<file path="src/source/topBroadcastPkg.sv">
`default_nettype none

package topBroadcastPkg;

    // One configuration word as broadcast to every receiver
    parameter int TOP_WIDTH = 128;

    // Two index steps per bit, plus the done bit on top
    parameter int INDEX_WIDTH = $clog2(2 * TOP_WIDTH) + 1;

    parameter int CHANNEL_WIDTH = 2; // Data wire above, control wire below

    // Manager states
    // IDLE waits for a new top and keeps stall low
    // PENDING holds the top and restarts the transmitter every cycle
    // SENDING lets the last transmission run out and waits for done
    typedef enum logic [1:0] {
        IDLE,
        PENDING,
        SENDING
    } managerState_t;

endpackage

`default_nettype wire

</file>
<file path="src/source/warmupTimer.sv">
`timescale 1ns/1ps
`default_nettype none

module warmupTimer #(
    parameter int WARMUP_CYCLES = 15
) (
    input  logic clk,
    input  logic rst,
    input  logic restart,
    output logic warmingUp
);

    localparam int COUNT_WIDTH = $clog2(WARMUP_CYCLES + 1);
    localparam logic [COUNT_WIDTH-1:0] COUNT_LIMIT = COUNT_WIDTH'(WARMUP_CYCLES);

    logic [COUNT_WIDTH-1:0] count;

    // Reset parks the counter at its limit, so nothing is warming up until the first top
    always_ff @(posedge clk) begin
        if (rst) begin
            count <= COUNT_LIMIT;
        end else if (restart) begin
            count <= '0;
        end else if (count != COUNT_LIMIT) begin
            count <= count + 1'b1;
        end
    end

    // Gives pipelineIsEmpty time to settle after a new top is taken
    assign warmingUp = (count != COUNT_LIMIT);

    // Once saturated the counter stays at its limit until the next restart
    assert property (@(posedge clk) disable iff (rst)
        (count == COUNT_LIMIT && !restart) |=> count == COUNT_LIMIT)
        else $error("warmup counter ran past its limit");

endmodule

`default_nettype wire

</file>
<file path="src/source/topManager.sv">
`timescale 1ns/1ps
`default_nettype none

module topManager (
    input  logic                                clk,
    input  logic                                rst,
    input  logic [topBroadcastPkg::TOP_WIDTH-1:0] topIn,
    input  logic                                topInValid,
    input  logic                                pipelineIsEmpty,
    input  logic                                warmingUp,
    input  logic                                doneTransmitting,
    output logic                                stallInput,
    output logic                                restart,
    output logic                                transmitTop,
    output logic [topBroadcastPkg::TOP_WIDTH-1:0] pendingTop
);

    import topBroadcastPkg::*;

    managerState_t state;
    logic          holdOff;

    // The restart term covers the first PENDING cycle, before the timer has seen the strobe
    assign holdOff = !pipelineIsEmpty || warmingUp || restart;

    assign stallInput = (state != IDLE);

    always_ff @(posedge clk) begin
        if (rst) begin
            restart <= 1'b0;
        end else begin
            restart <= topInValid; // One cycle behind the strobe
        end
    end

    // Captured on the strobe and held until the next top is accepted
    always_ff @(posedge clk) begin
        if (state == IDLE && topInValid) begin
            pendingTop <= topIn;
        end
    end

    always_ff @(posedge clk) begin
        if (rst) begin
            state       <= IDLE;
            transmitTop <= 1'b0;
        end else begin
            transmitTop <= 1'b0;
            case (state)
                IDLE: begin
                    if (topInValid) begin
                        state <= PENDING;
                    end
                end
                PENDING: begin
                    if (holdOff) begin
                        transmitTop <= 1'b1; // Start over from bit 0 next cycle
                    end else begin
                        state <= SENDING; // The last restart stands
                    end
                end
                SENDING: begin
                    if (doneTransmitting) begin
                        state <= IDLE;
                    end
                end
                default: begin
                    state <= IDLE;
                end
            endcase
        end
    end

    assert property (@(posedge clk) disable iff (rst) !(topInValid && stallInput))
        else $error("new top offered while the manager is stalled");

    assert property (@(posedge clk) disable iff (rst) (state == IDLE) |-> !transmitTop)
        else $error("transmit pulse seen while idle");

    // The warmup has to outlast the done delay line, or a stale done would end SENDING early
    assert property (@(posedge clk) disable iff (rst)
        (state == PENDING && !holdOff) |-> !doneTransmitting)
        else $error("done still high from an earlier transmission when sending starts");

endmodule

`default_nettype wire

</file>
<file path="src/source/topTransmitter.sv">
`timescale 1ns/1ps
`default_nettype none

module topTransmitter #(
    parameter int DONE_DELAY = 12
) (
    input  logic                                    clk,
    input  logic                                    rst,
    input  logic [topBroadcastPkg::TOP_WIDTH-1:0]     pendingTop,
    input  logic                                    transmitTop,
    output logic                                    doneTransmitting,
    output logic [topBroadcastPkg::CHANNEL_WIDTH-1:0] topChannel
);

    import topBroadcastPkg::*;

    localparam logic [INDEX_WIDTH-1:0] INDEX_DONE = {1'b1, {(INDEX_WIDTH-1){1'b0}}};

    logic [INDEX_WIDTH-1:0] index;
    logic [INDEX_WIDTH-3:0] bitSelect;
    logic                   indexDone;
    logic                   dataBit;
    logic                   control;
    logic [DONE_DELAY-1:0]  doneDelay;

    assign indexDone = index[INDEX_WIDTH-1];
    assign bitSelect = index[INDEX_WIDTH-2:1]; // Each bit spans two index steps

    // Half-bit step counter, restarted by every transmit pulse
    always_ff @(posedge clk) begin
        if (rst) begin
            index <= INDEX_DONE;
        end else if (transmitTop) begin
            index <= '0;
        end else if (!indexDone) begin
            index <= index + 1'b1;
        end
    end

    always_ff @(posedge clk) begin
        if (rst) begin
            dataBit <= 1'b0;
            control <= 1'b0;
        end else begin
            if (!indexDone) begin
                dataBit <= pendingTop[bitSelect]; // Holds the last bit once finished
            end
            // Toggling on the odd step puts the edge mid-bit for the receivers
            if (index[0]) begin
                control <= !control;
            end
        end
    end

    assign topChannel = {dataBit, control};

    // Long delay on done so that every receiver has taken the new top before stall drops
    always_ff @(posedge clk) begin
        if (rst) begin
            doneDelay <= '0;
        end else begin
            doneDelay <= {doneDelay[DONE_DELAY-2:0], indexDone};
        end
    end

    assign doneTransmitting = doneDelay[DONE_DELAY-1];

    assert property (@(posedge clk) disable iff (rst) indexDone |=> $stable(control))
        else $error("control wire toggled after the last bit");

endmodule

`default_nettype wire

</file>
<file path="src/source/topReceiver.sv">
`timescale 1ns/1ps
`default_nettype none

module topReceiver (
    input  logic                                    clk,
    input  logic                                    rst,
    input  logic [topBroadcastPkg::CHANNEL_WIDTH-1:0] topChannel,
    output logic [topBroadcastPkg::TOP_WIDTH-1:0]     receivedTop
);

    import topBroadcastPkg::*;

    logic data;
    logic control;
    logic prevControl;
    logic toggled;
    logic toggledDelayed;
    logic dataSampled;
    logic dataDelayed;

    assign {data, control} = topChannel;

    // Both wires go through two registers, as a receiver in another clock domain would need
    always_ff @(posedge clk) begin
        if (rst) begin
            prevControl    <= 1'b0;
            toggled        <= 1'b0;
            toggledDelayed <= 1'b0;
            dataSampled    <= 1'b0;
            dataDelayed    <= 1'b0;
        end else begin
            prevControl    <= control;
            toggled        <= control ^ prevControl; // One bit per control edge
            toggledDelayed <= toggled;
            dataSampled    <= data;
            dataDelayed    <= dataSampled;
        end
    end

    // Bits arrive LSB first, so each one enters at the top and walks down
    always_ff @(posedge clk) begin
        if (rst) begin
            receivedTop <= '0;
        end else if (toggledDelayed) begin
            receivedTop <= {dataDelayed, receivedTop[TOP_WIDTH-1:1]};
        end
    end

endmodule

`default_nettype wire

</file>
<file path="src/source/topBroadcast.sv">
`timescale 1ns/1ps
`default_nettype none

module topBroadcast #(
    parameter int WARMUP_CYCLES = 15,
    parameter int DONE_DELAY    = 12,
    parameter int NUM_RECEIVERS = 2
) (
    input  logic                                              clk,
    input  logic                                              rst,
    input  logic [topBroadcastPkg::TOP_WIDTH-1:0]               topIn,
    input  logic                                              topInValid,
    input  logic                                              pipelineIsEmpty,
    output logic                                              stallInput,
    output logic [topBroadcastPkg::CHANNEL_WIDTH-1:0]           topChannel,
    output logic [NUM_RECEIVERS*topBroadcastPkg::TOP_WIDTH-1:0] receivedTops
);

    import topBroadcastPkg::*;

    logic                 restart;
    logic                 warmingUp;
    logic                 transmitTop;
    logic                 doneTransmitting;
    logic [TOP_WIDTH-1:0] pendingTop;

    warmupTimer #(
        .WARMUP_CYCLES(WARMUP_CYCLES)
    ) timer (
        .clk      (clk),
        .rst      (rst),
        .restart  (restart),
        .warmingUp(warmingUp)
    );

    topManager manager (
        .clk             (clk),
        .rst             (rst),
        .topIn           (topIn),
        .topInValid      (topInValid),
        .pipelineIsEmpty (pipelineIsEmpty),
        .warmingUp       (warmingUp),
        .doneTransmitting(doneTransmitting),
        .stallInput      (stallInput),
        .restart         (restart),
        .transmitTop     (transmitTop),
        .pendingTop      (pendingTop)
    );

    topTransmitter #(
        .DONE_DELAY(DONE_DELAY)
    ) transmitter (
        .clk             (clk),
        .rst             (rst),
        .pendingTop      (pendingTop),
        .transmitTop     (transmitTop),
        .doneTransmitting(doneTransmitting),
        .topChannel      (topChannel)
    );

    // Every receiver listens to the same channel, receiver 0 lands in the low bits
    for (genvar i = 0; i < NUM_RECEIVERS; i++) begin : receiverGen
        topReceiver receiver (
            .clk        (clk),
            .rst        (rst),
            .topChannel (topChannel),
            .receivedTop(receivedTops[i*TOP_WIDTH +: TOP_WIDTH])
        );
    end

endmodule

`default_nettype wire

</file>
<file path="config.mk">
export PLATFORM = sky130hd
export DESIGN_NAME = topBroadcast
export DESIGN_NICKNAME = d
export VERILOG_FILES = /design/src/source/topBroadcastPkg.sv /design/src/source/warmupTimer.sv /design/src/source/topManager.sv /design/src/source/topTransmitter.sv /design/src/source/topReceiver.sv /design/src/source/topBroadcast.sv
export SDC_FILE = /design/constraint.sdc
export NUM_CORES = 1
export LEC_CHECK = 0
export BUFFER_PORTS_ARGS = -buffer_cell sky130_fd_sc_hd__buf_2
export CORE_ASPECT_RATIO = 1.75
export CORE_MARGIN = 2
export CORE_UTILIZATION = 35
export DETAILED_ROUTE_END_ITERATION = 7
export PLACE_DENSITY = 0.65
export SYNTH_ARGS = -nofsm -noshare
export SYNTH_HDL_FRONTEND = slang
export SYNTH_SLANG_ARGS = --single-unit
</file>
<file path="constraint.sdc">
create_clock -name clk -period 5.8 [get_ports clk]
set_clock_uncertainty 0.2 [all_clocks]
set_input_delay 0.58 -clock clk [delete_from_list [all_inputs] [get_ports clk]]
set_output_delay 0.58 -clock clk [all_outputs]
set_load 0.03 [all_outputs]
</file>
==> impl_metrics.env, run 1 <==
export IMPL_critPathMaxFanout=36
export IMPL_outcome="finished clean"
export IMPL_timing_critical_path_arrival_ps=3010
export IMPL_number_of_global_route_vias_before_repair=7676
export IMPL_initial_antenna_violation_count=1
export IMPL_ctsHoldBuffers=112
export IMPL_fin_nets=1417
export IMPL_tritoncts_num_sinks=292
export IMPL_synth_seq_cells=292
export IMPL_slew_headroom=0.282
export IMPL_detail_route_vias_per_cell=4.64
export IMPL_detail_route_antenna_nets=0
export IMPL_gpl_final_weighted_congestion=0.759
export IMPL_finalCoreUtilization=0.459
export IMPL_drt_pre_antenna_iters=4
export IMPL_die_w_um=142
export IMPL_highest_count_cells_in_the_layout_ignoring_fill_and_taps="sky130_fd_sc_hd__buf_2 (389), sky130_fd_sc_hd__mux2i_1 (164), sky130_fd_sc_hd__dfxtp_1 (161)"
export IMPL_area_delta_synth_final_pct=29.2
export IMPL_htreeDepth=1
export IMPL_globalRouteMet1Util=0.159
export IMPL_fraction_of_layout_instances_using_a_drive_strength_above_1=0.355
export IMPL_route_detailed_drc=0
export IMPL_dp_slack_ps=2990
export IMPL_clk_root_buffer_cell="sky130_fd_sc_hd__clkbuf_16"
export IMPL_setup_viol=0
export IMPL_groute_layer_met3_usage=0.0255
export IMPL_final_hold_viol_count=0
export IMPL_globalRouteTotalUtil=0.153
export IMPL_post_place_cells=1545
export IMPL_cap_viol_max_count=0
export IMPL_cts_buffers=28
export IMPL_reg2reg_setup_slack_ps=3010
export IMPL_timing_max_transition_violations_final=0
export IMPL_layout_cells_most_common="sky130_fd_sc_hd__buf_2"
export IMPL_first_pass_grt_wire_length_mm=42.0
export IMPL_fp_dieH_um=246
export IMPL_grt_met2_usage=0.295
export IMPL_grt_max_degree=129
export IMPL_timing_critical_path_from_type="register"
export IMPL_die_area_mm2=0.0350
export IMPL_boundaryPins=391
export IMPL_synthFlopType="sky130_fd_sc_hd__dfxtp_1"
export IMPL_cts_clk_slew_worst_paths_ps=70
export IMPL_gr_total_overflow=0
export IMPL_hold_end="manager.pendingTop[68]$_DFFE_PP_"
export IMPL_core_area_mm2=0.0329
export IMPL_r2r_worst_path_cells=6
export IMPL_hold_start="topIn[68]"
export IMPL_cts_root_to_sink_buffers=3
export IMPL_count_of_different_cell_masters_after_synthesis=47
export IMPL_place_area_mm2=0.0130
export IMPL_wirelength_mm=28.0
export IMPL_maximum_clock_frequency_mhz=359
export IMPL_post_route_cell_area_mm2=0.0151
export IMPL_final_setup_tns_ps=0
export IMPL_power_density_mw_per_mm2=299
export IMPL_min_period_over_period=0.481
export IMPL_crit_type="register to register"
export IMPL_num_fill_cells=2930
export IMPL_initial_utilization=0.356
export IMPL_timing_final_ws_setup_ps=3010
export IMPL_holdWs_ps=19.6
export IMPL_postSynthNetCount=1056
export IMPL_drtIter0Drc=319
export IMPL_clock_tree_from_tritoncts="done"
export IMPL_post_layout_total_power_mw=4.53
export IMPL_detailedPlacementHpwl_mm=18.4
export IMPL_rr_endpoint="transmitter.dataBit$_SDFFE_PP0N_"
export IMPL_mappedNetlistArea_mm2=0.0117
export IMPL_postSynthAreaPerCell_um2=12.7
export IMPL_min_period_ps=2790
export IMPL_vias=7932
export IMPL_reg2reg_from="transmitter.index[1]$_SDFFE_PP0N_"
export IMPL_post_cts_setup_buffer_count=0
export IMPL_layout_cells_non_filler=1710
export IMPL_max_vdd_ir_drop_mv=0.250
export IMPL_worstSkewPairLatency_ps=550
export IMPL_synth_async_sr_flop_share=0
export IMPL_max_slew_worst_pin_slew_ps=1080
export IMPL_worst_ep_required_time_ps=6020
export IMPL_timing_critical_path_to_type="register"
export IMPL_ctsResizeCount=0
export IMPL_top_usage_layer="met2"
export IMPL_rsz0062_at_grt="no"
export IMPL_static_leakage_power_nw=6.35
export IMPL_synth_yosys_warnings=0
export IMPL_synthesis_instances=922
export IMPL_proportion_of_synthesized_chip_area_in_sequential_cells=0.609
export IMPL_route_detailed_wl_per_inst_um=16.4
export IMPL_worst_hold_path_num_cells=1
export IMPL_count_of_buffers_inserted_at_the_top_level_ports=390
export IMPL_number_of_antenna_repair_diodes=0
export IMPL_hp_class="input port to register"
export IMPL_num_rows=88
export IMPL_synth_edff_count=128
==> power by group <==
part | leakage [nW] | switching [mW] | internal [mW]
sequential | 2.55 | 0.0422 | 2.28
combinational | 3.32 | 0.168 | 0.163
clock | 0.476 | 0.766 | 1.11
==> synth_stat cells, types with 8 or more instances <==
cell / number / area [um^2]
sky130_fd_sc_hd__dfxtp_1: 164 / 3280
sky130_fd_sc_hd__mux2i_1: 164 / 1640
sky130_fd_sc_hd__nor2_1: 149 / 559
sky130_fd_sc_hd__buf_4: 131 / 983
sky130_fd_sc_hd__edfxtp_1: 128 / 3840
sky130_fd_sc_hd__nor2b_1: 23 / 144
sky130_fd_sc_hd__clkbuf_1: 20 / 75.1
sky130_fd_sc_hd__mux4_2: 15 / 338
sky130_fd_sc_hd__nand2_1: 15 / 56.3
sky130_fd_sc_hd__buf_1: 14 / 52.6
sky130_fd_sc_hd__a22oi_1: 11 / 82.6
sky130_fd_sc_hd__nand3_1: 9 / 45.0
sky130_fd_sc_hd__buf_2: 8 / 40.0
==> flip-flops by register name, summed over array words and instances, names as in the netlist, 2 cells and up <==
| register | flops |
|---|---|
| manager.pendingTop | 128 |
| manager.state | 2 |
| receiverGen.receiver.receivedTop | 128 |
| timer.count | 4 |
| transmitter.doneDelay | 12 |
| transmitter.index | 9 |
==> final cells by class <==
class / instances / area [um^2] / share of cell area
inverters: 4 / 15.0 / 0.000993
well taps: 405 / 507 / 0.0335
repair buffers: 507 / 3130 / 0.207
flip-flops and latches: 292 / 7130 / 0.472
clock inverters: 10 / 106 / 0.00703
clock buffers: 42 / 858 / 0.0567
multi-input cells: 450 / 3380 / 0.223
==> logic make-up (layout without fill, tap and decap cells) <==
family,after synthesis,count (layout),synth area share
simple gates,215,215,0.0800
flops,292,292,0.609
compound gates,43,43,0.0284
buf+inv,180,563,0.103
fa+ha+maj,2,2,0.00214
xor+xnor,8,8,0.00599
mux,182,182,0.172
==> worst max-delay path by stage <==
stage | start | endpoint | slack [ps] | cells past startpoint
floorplan | topInValid | manager.pendingTop[0]$_DFFE_PP_ | 1580 | 1
global placement | transmitter.index[1]$_SDFFE_PP0N_ | transmitter.dataBit$_SDFFE_PP0N_ | 3030 | 6
detailed placement | topInValid | manager.pendingTop[63]$_DFFE_PP_ | 2990 | 3
CTS | transmitter.index[1]$_SDFFE_PP0N_ | transmitter.dataBit$_SDFFE_PP0N_ | 2970 | 5
global route | transmitter.index[1]$_SDFFE_PP0N_ | transmitter.dataBit$_SDFFE_PP0N_ | 2780 | 5
finish | transmitter.index[1]$_SDFFE_PP0N_ | transmitter.dataBit$_SDFFE_PP0N_ | 3010 | 6
==> per-layer routing <==
| layer | up-vias | wire length, um |
|---|---|---|
| met5 | - | 14 |
| met4 | 2 | 1020 |
| met3 | 56 | 1380 |
| met2 | 305 | 15400 |
| met1 | 3753 | 10200 |
| li1 | 3816 | - |
==> worst max-delay path, stage by stage (launching register included) <==
cell and delay, ps:
sky130_fd_sc_hd__dfxtp_2 980, sky130_fd_sc_hd__mux4_2 600, sky130_fd_sc_hd__and2_4 170, sky130_fd_sc_hd__a2111oi_4 300
sky130_fd_sc_hd__a31oi_1 80, sky130_fd_sc_hd__a211oi_2 240, sky130_fd_sc_hd__a221oi_1 60
(Power assumes the default switching activity.)
==> run 2: changes to the inputs <==
==> constraint.sdc (replaced) <==
create_clock -name clk -period 2.6 [get_ports clk]
set_clock_uncertainty 0.2 [all_clocks]
set_input_delay 0.26 -clock clk [delete_from_list [all_inputs] [get_ports clk]]
set_output_delay 0.26 -clock clk [all_outputs]
set_load 0.03 [all_outputs]
==> run 2 against run 1 <==
  * Utilization is 1.3 points higher
  * Sequential share of layout area is 1.3 points lower
  * Sequential cell count stayed put
  * Cell area is 2.7% higher
  * Critical path depth stayed put
  * Final cell count is 2.1% higher
  * Via count is 1.7% higher
  * Combinational power is 140% higher
  * Global-route usage is 0.53 points higher
  * Die area stayed put
  * Critical path type unchanged
  * Critical endpoint unchanged
  * Largest power group unchanged
  * Highest routed layer is now met4
==> impl_metrics.env, run 2 (same netlist as run 1, synthesis figures left out) <==
export IMPL_area_delta_synth_final_pct=32.8
export IMPL_static_leakage_power_nw=6.53
export IMPL_vias=8063
export IMPL_drt_pre_antenna_iters=4
export IMPL_min_period_ps=2380
export IMPL_route_detailed_wl_per_inst_um=16.6
export IMPL_wirelength_mm=29.0
export IMPL_r2r_worst_path_cells=6
export IMPL_boundaryPins=391
export IMPL_cap_viol_max_count=0
export IMPL_biggestRegsByFlops="manager.pendingTop x128, receiverGen.receiver.receivedTop x128, transmitter.doneDelay x12"
export IMPL_route_detailed_drc=0
export IMPL_slew_headroom=0.597
export IMPL_die_w_um=142
export IMPL_timing_critical_path_arrival_ps=2600
export IMPL_holdWs_ps=59.6
export IMPL_highest_count_cells_in_the_layout_ignoring_fill_and_taps="sky130_fd_sc_hd__buf_2 (389), sky130_fd_sc_hd__mux2i_1 (164), sky130_fd_sc_hd__dfxtp_1 (161)"
export IMPL_die_area_mm2=0.0350
export IMPL_outcome="finished clean"
export IMPL_setup_viol=0
export IMPL_fp_dieH_um=246
export IMPL_worstSkewPairLatency_ps=550
export IMPL_rr_endpoint="transmitter.dataBit$_SDFFE_PP0N_"
export IMPL_hp_class="input port to register"
export IMPL_power_density_mw_per_mm2=667
export IMPL_count_of_buffers_inserted_at_the_top_level_ports=390
export IMPL_clk_root_buffer_cell="sky130_fd_sc_hd__clkbuf_16"
export IMPL_maximum_clock_frequency_mhz=420
export IMPL_cts_clk_slew_worst_paths_ps=70
export IMPL_htreeDepth=1
export IMPL_final_hold_viol_count=0
export IMPL_fraction_of_layout_instances_using_a_drive_strength_above_1=0.362
export IMPL_clock_tree_from_tritoncts="done"
export IMPL_reg2reg_setup_slack_ps=220
export IMPL_first_pass_grt_wire_length_mm=43.2
export IMPL_gr_total_overflow=0
export IMPL_cts_root_to_sink_buffers=3
export IMPL_final_setup_tns_ps=0
export IMPL_crit_type="register to register"
export IMPL_crit_path_cell_trace="mux4_2, and2_4, a2111oi_4, a31oi_1, a211oi_2, a221oi_1"
export IMPL_num_rows=88
export IMPL_hold_start="pipelineIsEmpty"
export IMPL_layout_cells_most_common="sky130_fd_sc_hd__buf_2"
export IMPL_reg2reg_from="transmitter.index[1]$_SDFFE_PP0N_"
export IMPL_cts_buffers=29
export IMPL_post_layout_total_power_mw=10.4
export IMPL_gpl_final_weighted_congestion=0.811
export IMPL_max_vdd_ir_drop_mv=0.618
export IMPL_max_slew_worst_pin_slew_ps=605
export IMPL_ctsResizeCount=0
export IMPL_worst_hold_path_num_cells=3
export IMPL_initial_antenna_violation_count=1
export IMPL_initial_utilization=0.356
export IMPL_globalRouteTotalUtil=0.158
export IMPL_tritoncts_num_sinks=292
export IMPL_detail_route_antenna_nets=0
export IMPL_hold_end="manager.transmitTop$_SDFF_PP0_"
export IMPL_timing_critical_path_from_type="register"
export IMPL_worst_ep_required_time_ps=2820
export IMPL_post_cts_setup_buffer_count=0
export IMPL_timing_critical_path_slowest_cell_delay_ps=560
export IMPL_min_period_over_period=0.916
export IMPL_fin_nets=1452
export IMPL_critPathMaxFanout=12
export IMPL_core_area_mm2=0.0329
export IMPL_timing_critical_path_to_type="register"
export IMPL_number_of_global_route_vias_before_repair=7902
export IMPL_detail_route_vias_per_cell=4.62
export IMPL_finalCoreUtilization=0.472
export IMPL_timing_max_transition_violations_final=0
export IMPL_detailedPlacementHpwl_mm=19.2
export IMPL_drtIter0Drc=244
export IMPL_grt_max_degree=109
export IMPL_slowest_stage_cell_cp="sky130_fd_sc_hd__dfxtp_2"
export IMPL_rsz0062_at_grt="no"
[run 2: layout make-up]
type,count,area (um^2)
fillers,2916,17400
flip-flops and latches,292,7130
repair buffers,541,3500
multi-input cells,450,3380
clock buffers,30,729
well taps,405,507
clock inverters,23,273
inverters,4,15.0
diodes,1,2.50
[run 2: where the power goes]
group          internal, mW  total (mW)  switching, mW
Sequential             5.07        5.19          0.112
Combinational         0.407       0.785          0.378
Clock                  2.56        4.39           1.83
Total                  8.04        10.4           2.32
[run 2: per-stage QoR]
stage | setup slack [ps] | cells | area (um^2)
global placement | 287 | 1562 | 13200
global route | 4.06 | 1746 | 15500
finish | 219 | 1746 | 15500
CTS | 213 | 1745 | 15500
detailed placement | 248 | 1562 | 13200
floorplan | 514 | 922 | 11700
[run 2: how the worst max path moves through the flow]
stage / from / to / slack (ps) / cells after the start
4_1_cts: transmitter.index[1]$_SDFFE_PP0N_ / transmitter.dataBit$_SDFFE_PP0N_ / 210 / 6
6_report: transmitter.index[1]$_SDFFE_PP0N_ / transmitter.dataBit$_SDFFE_PP0N_ / 220 / 6
3_3_place_gp: transmitter.index[1]$_SDFFE_PP0N_ / transmitter.dataBit$_SDFFE_PP0N_ / 290 / 6
5_1_grt: transmitter.index[1]$_SDFFE_PP0N_ / transmitter.dataBit$_SDFFE_PP0N_ / 4 / 7
2_1_floorplan: transmitter.index[1]$_SDFFE_PP0N_ / transmitter.dataBit$_SDFFE_PP0N_ / 510 / 7
3_5_place_dp: transmitter.index[1]$_SDFFE_PP0N_ / transmitter.dataBit$_SDFFE_PP0N_ / 250 / 6
[run 2: critical path: cells and delay by family (launching register included)]
kind | cells | cell delay [ps]
AOI/OAI and AO/OA | 4 | 740
DFF | 1 | 560
muxes | 1 | 560
and+or+nand+nor | 1 | 180
[run 2: timing repair]
item,in CTS,in global routing
endpoints found under the setup margin,0,0
hold endpoints to repair,170,0
hold buffers,130,0
[run 2: routing by layer]
layer  share of wire  wire [um]  track usage  vias up
met1            0.35      10300        0.160     3775
li1                -          -            -     3895
met4           0.041       1190       0.0729        0
met3           0.051       1480       0.0259       73
met5               0          0            0        -
met2            0.55      16100        0.309      320
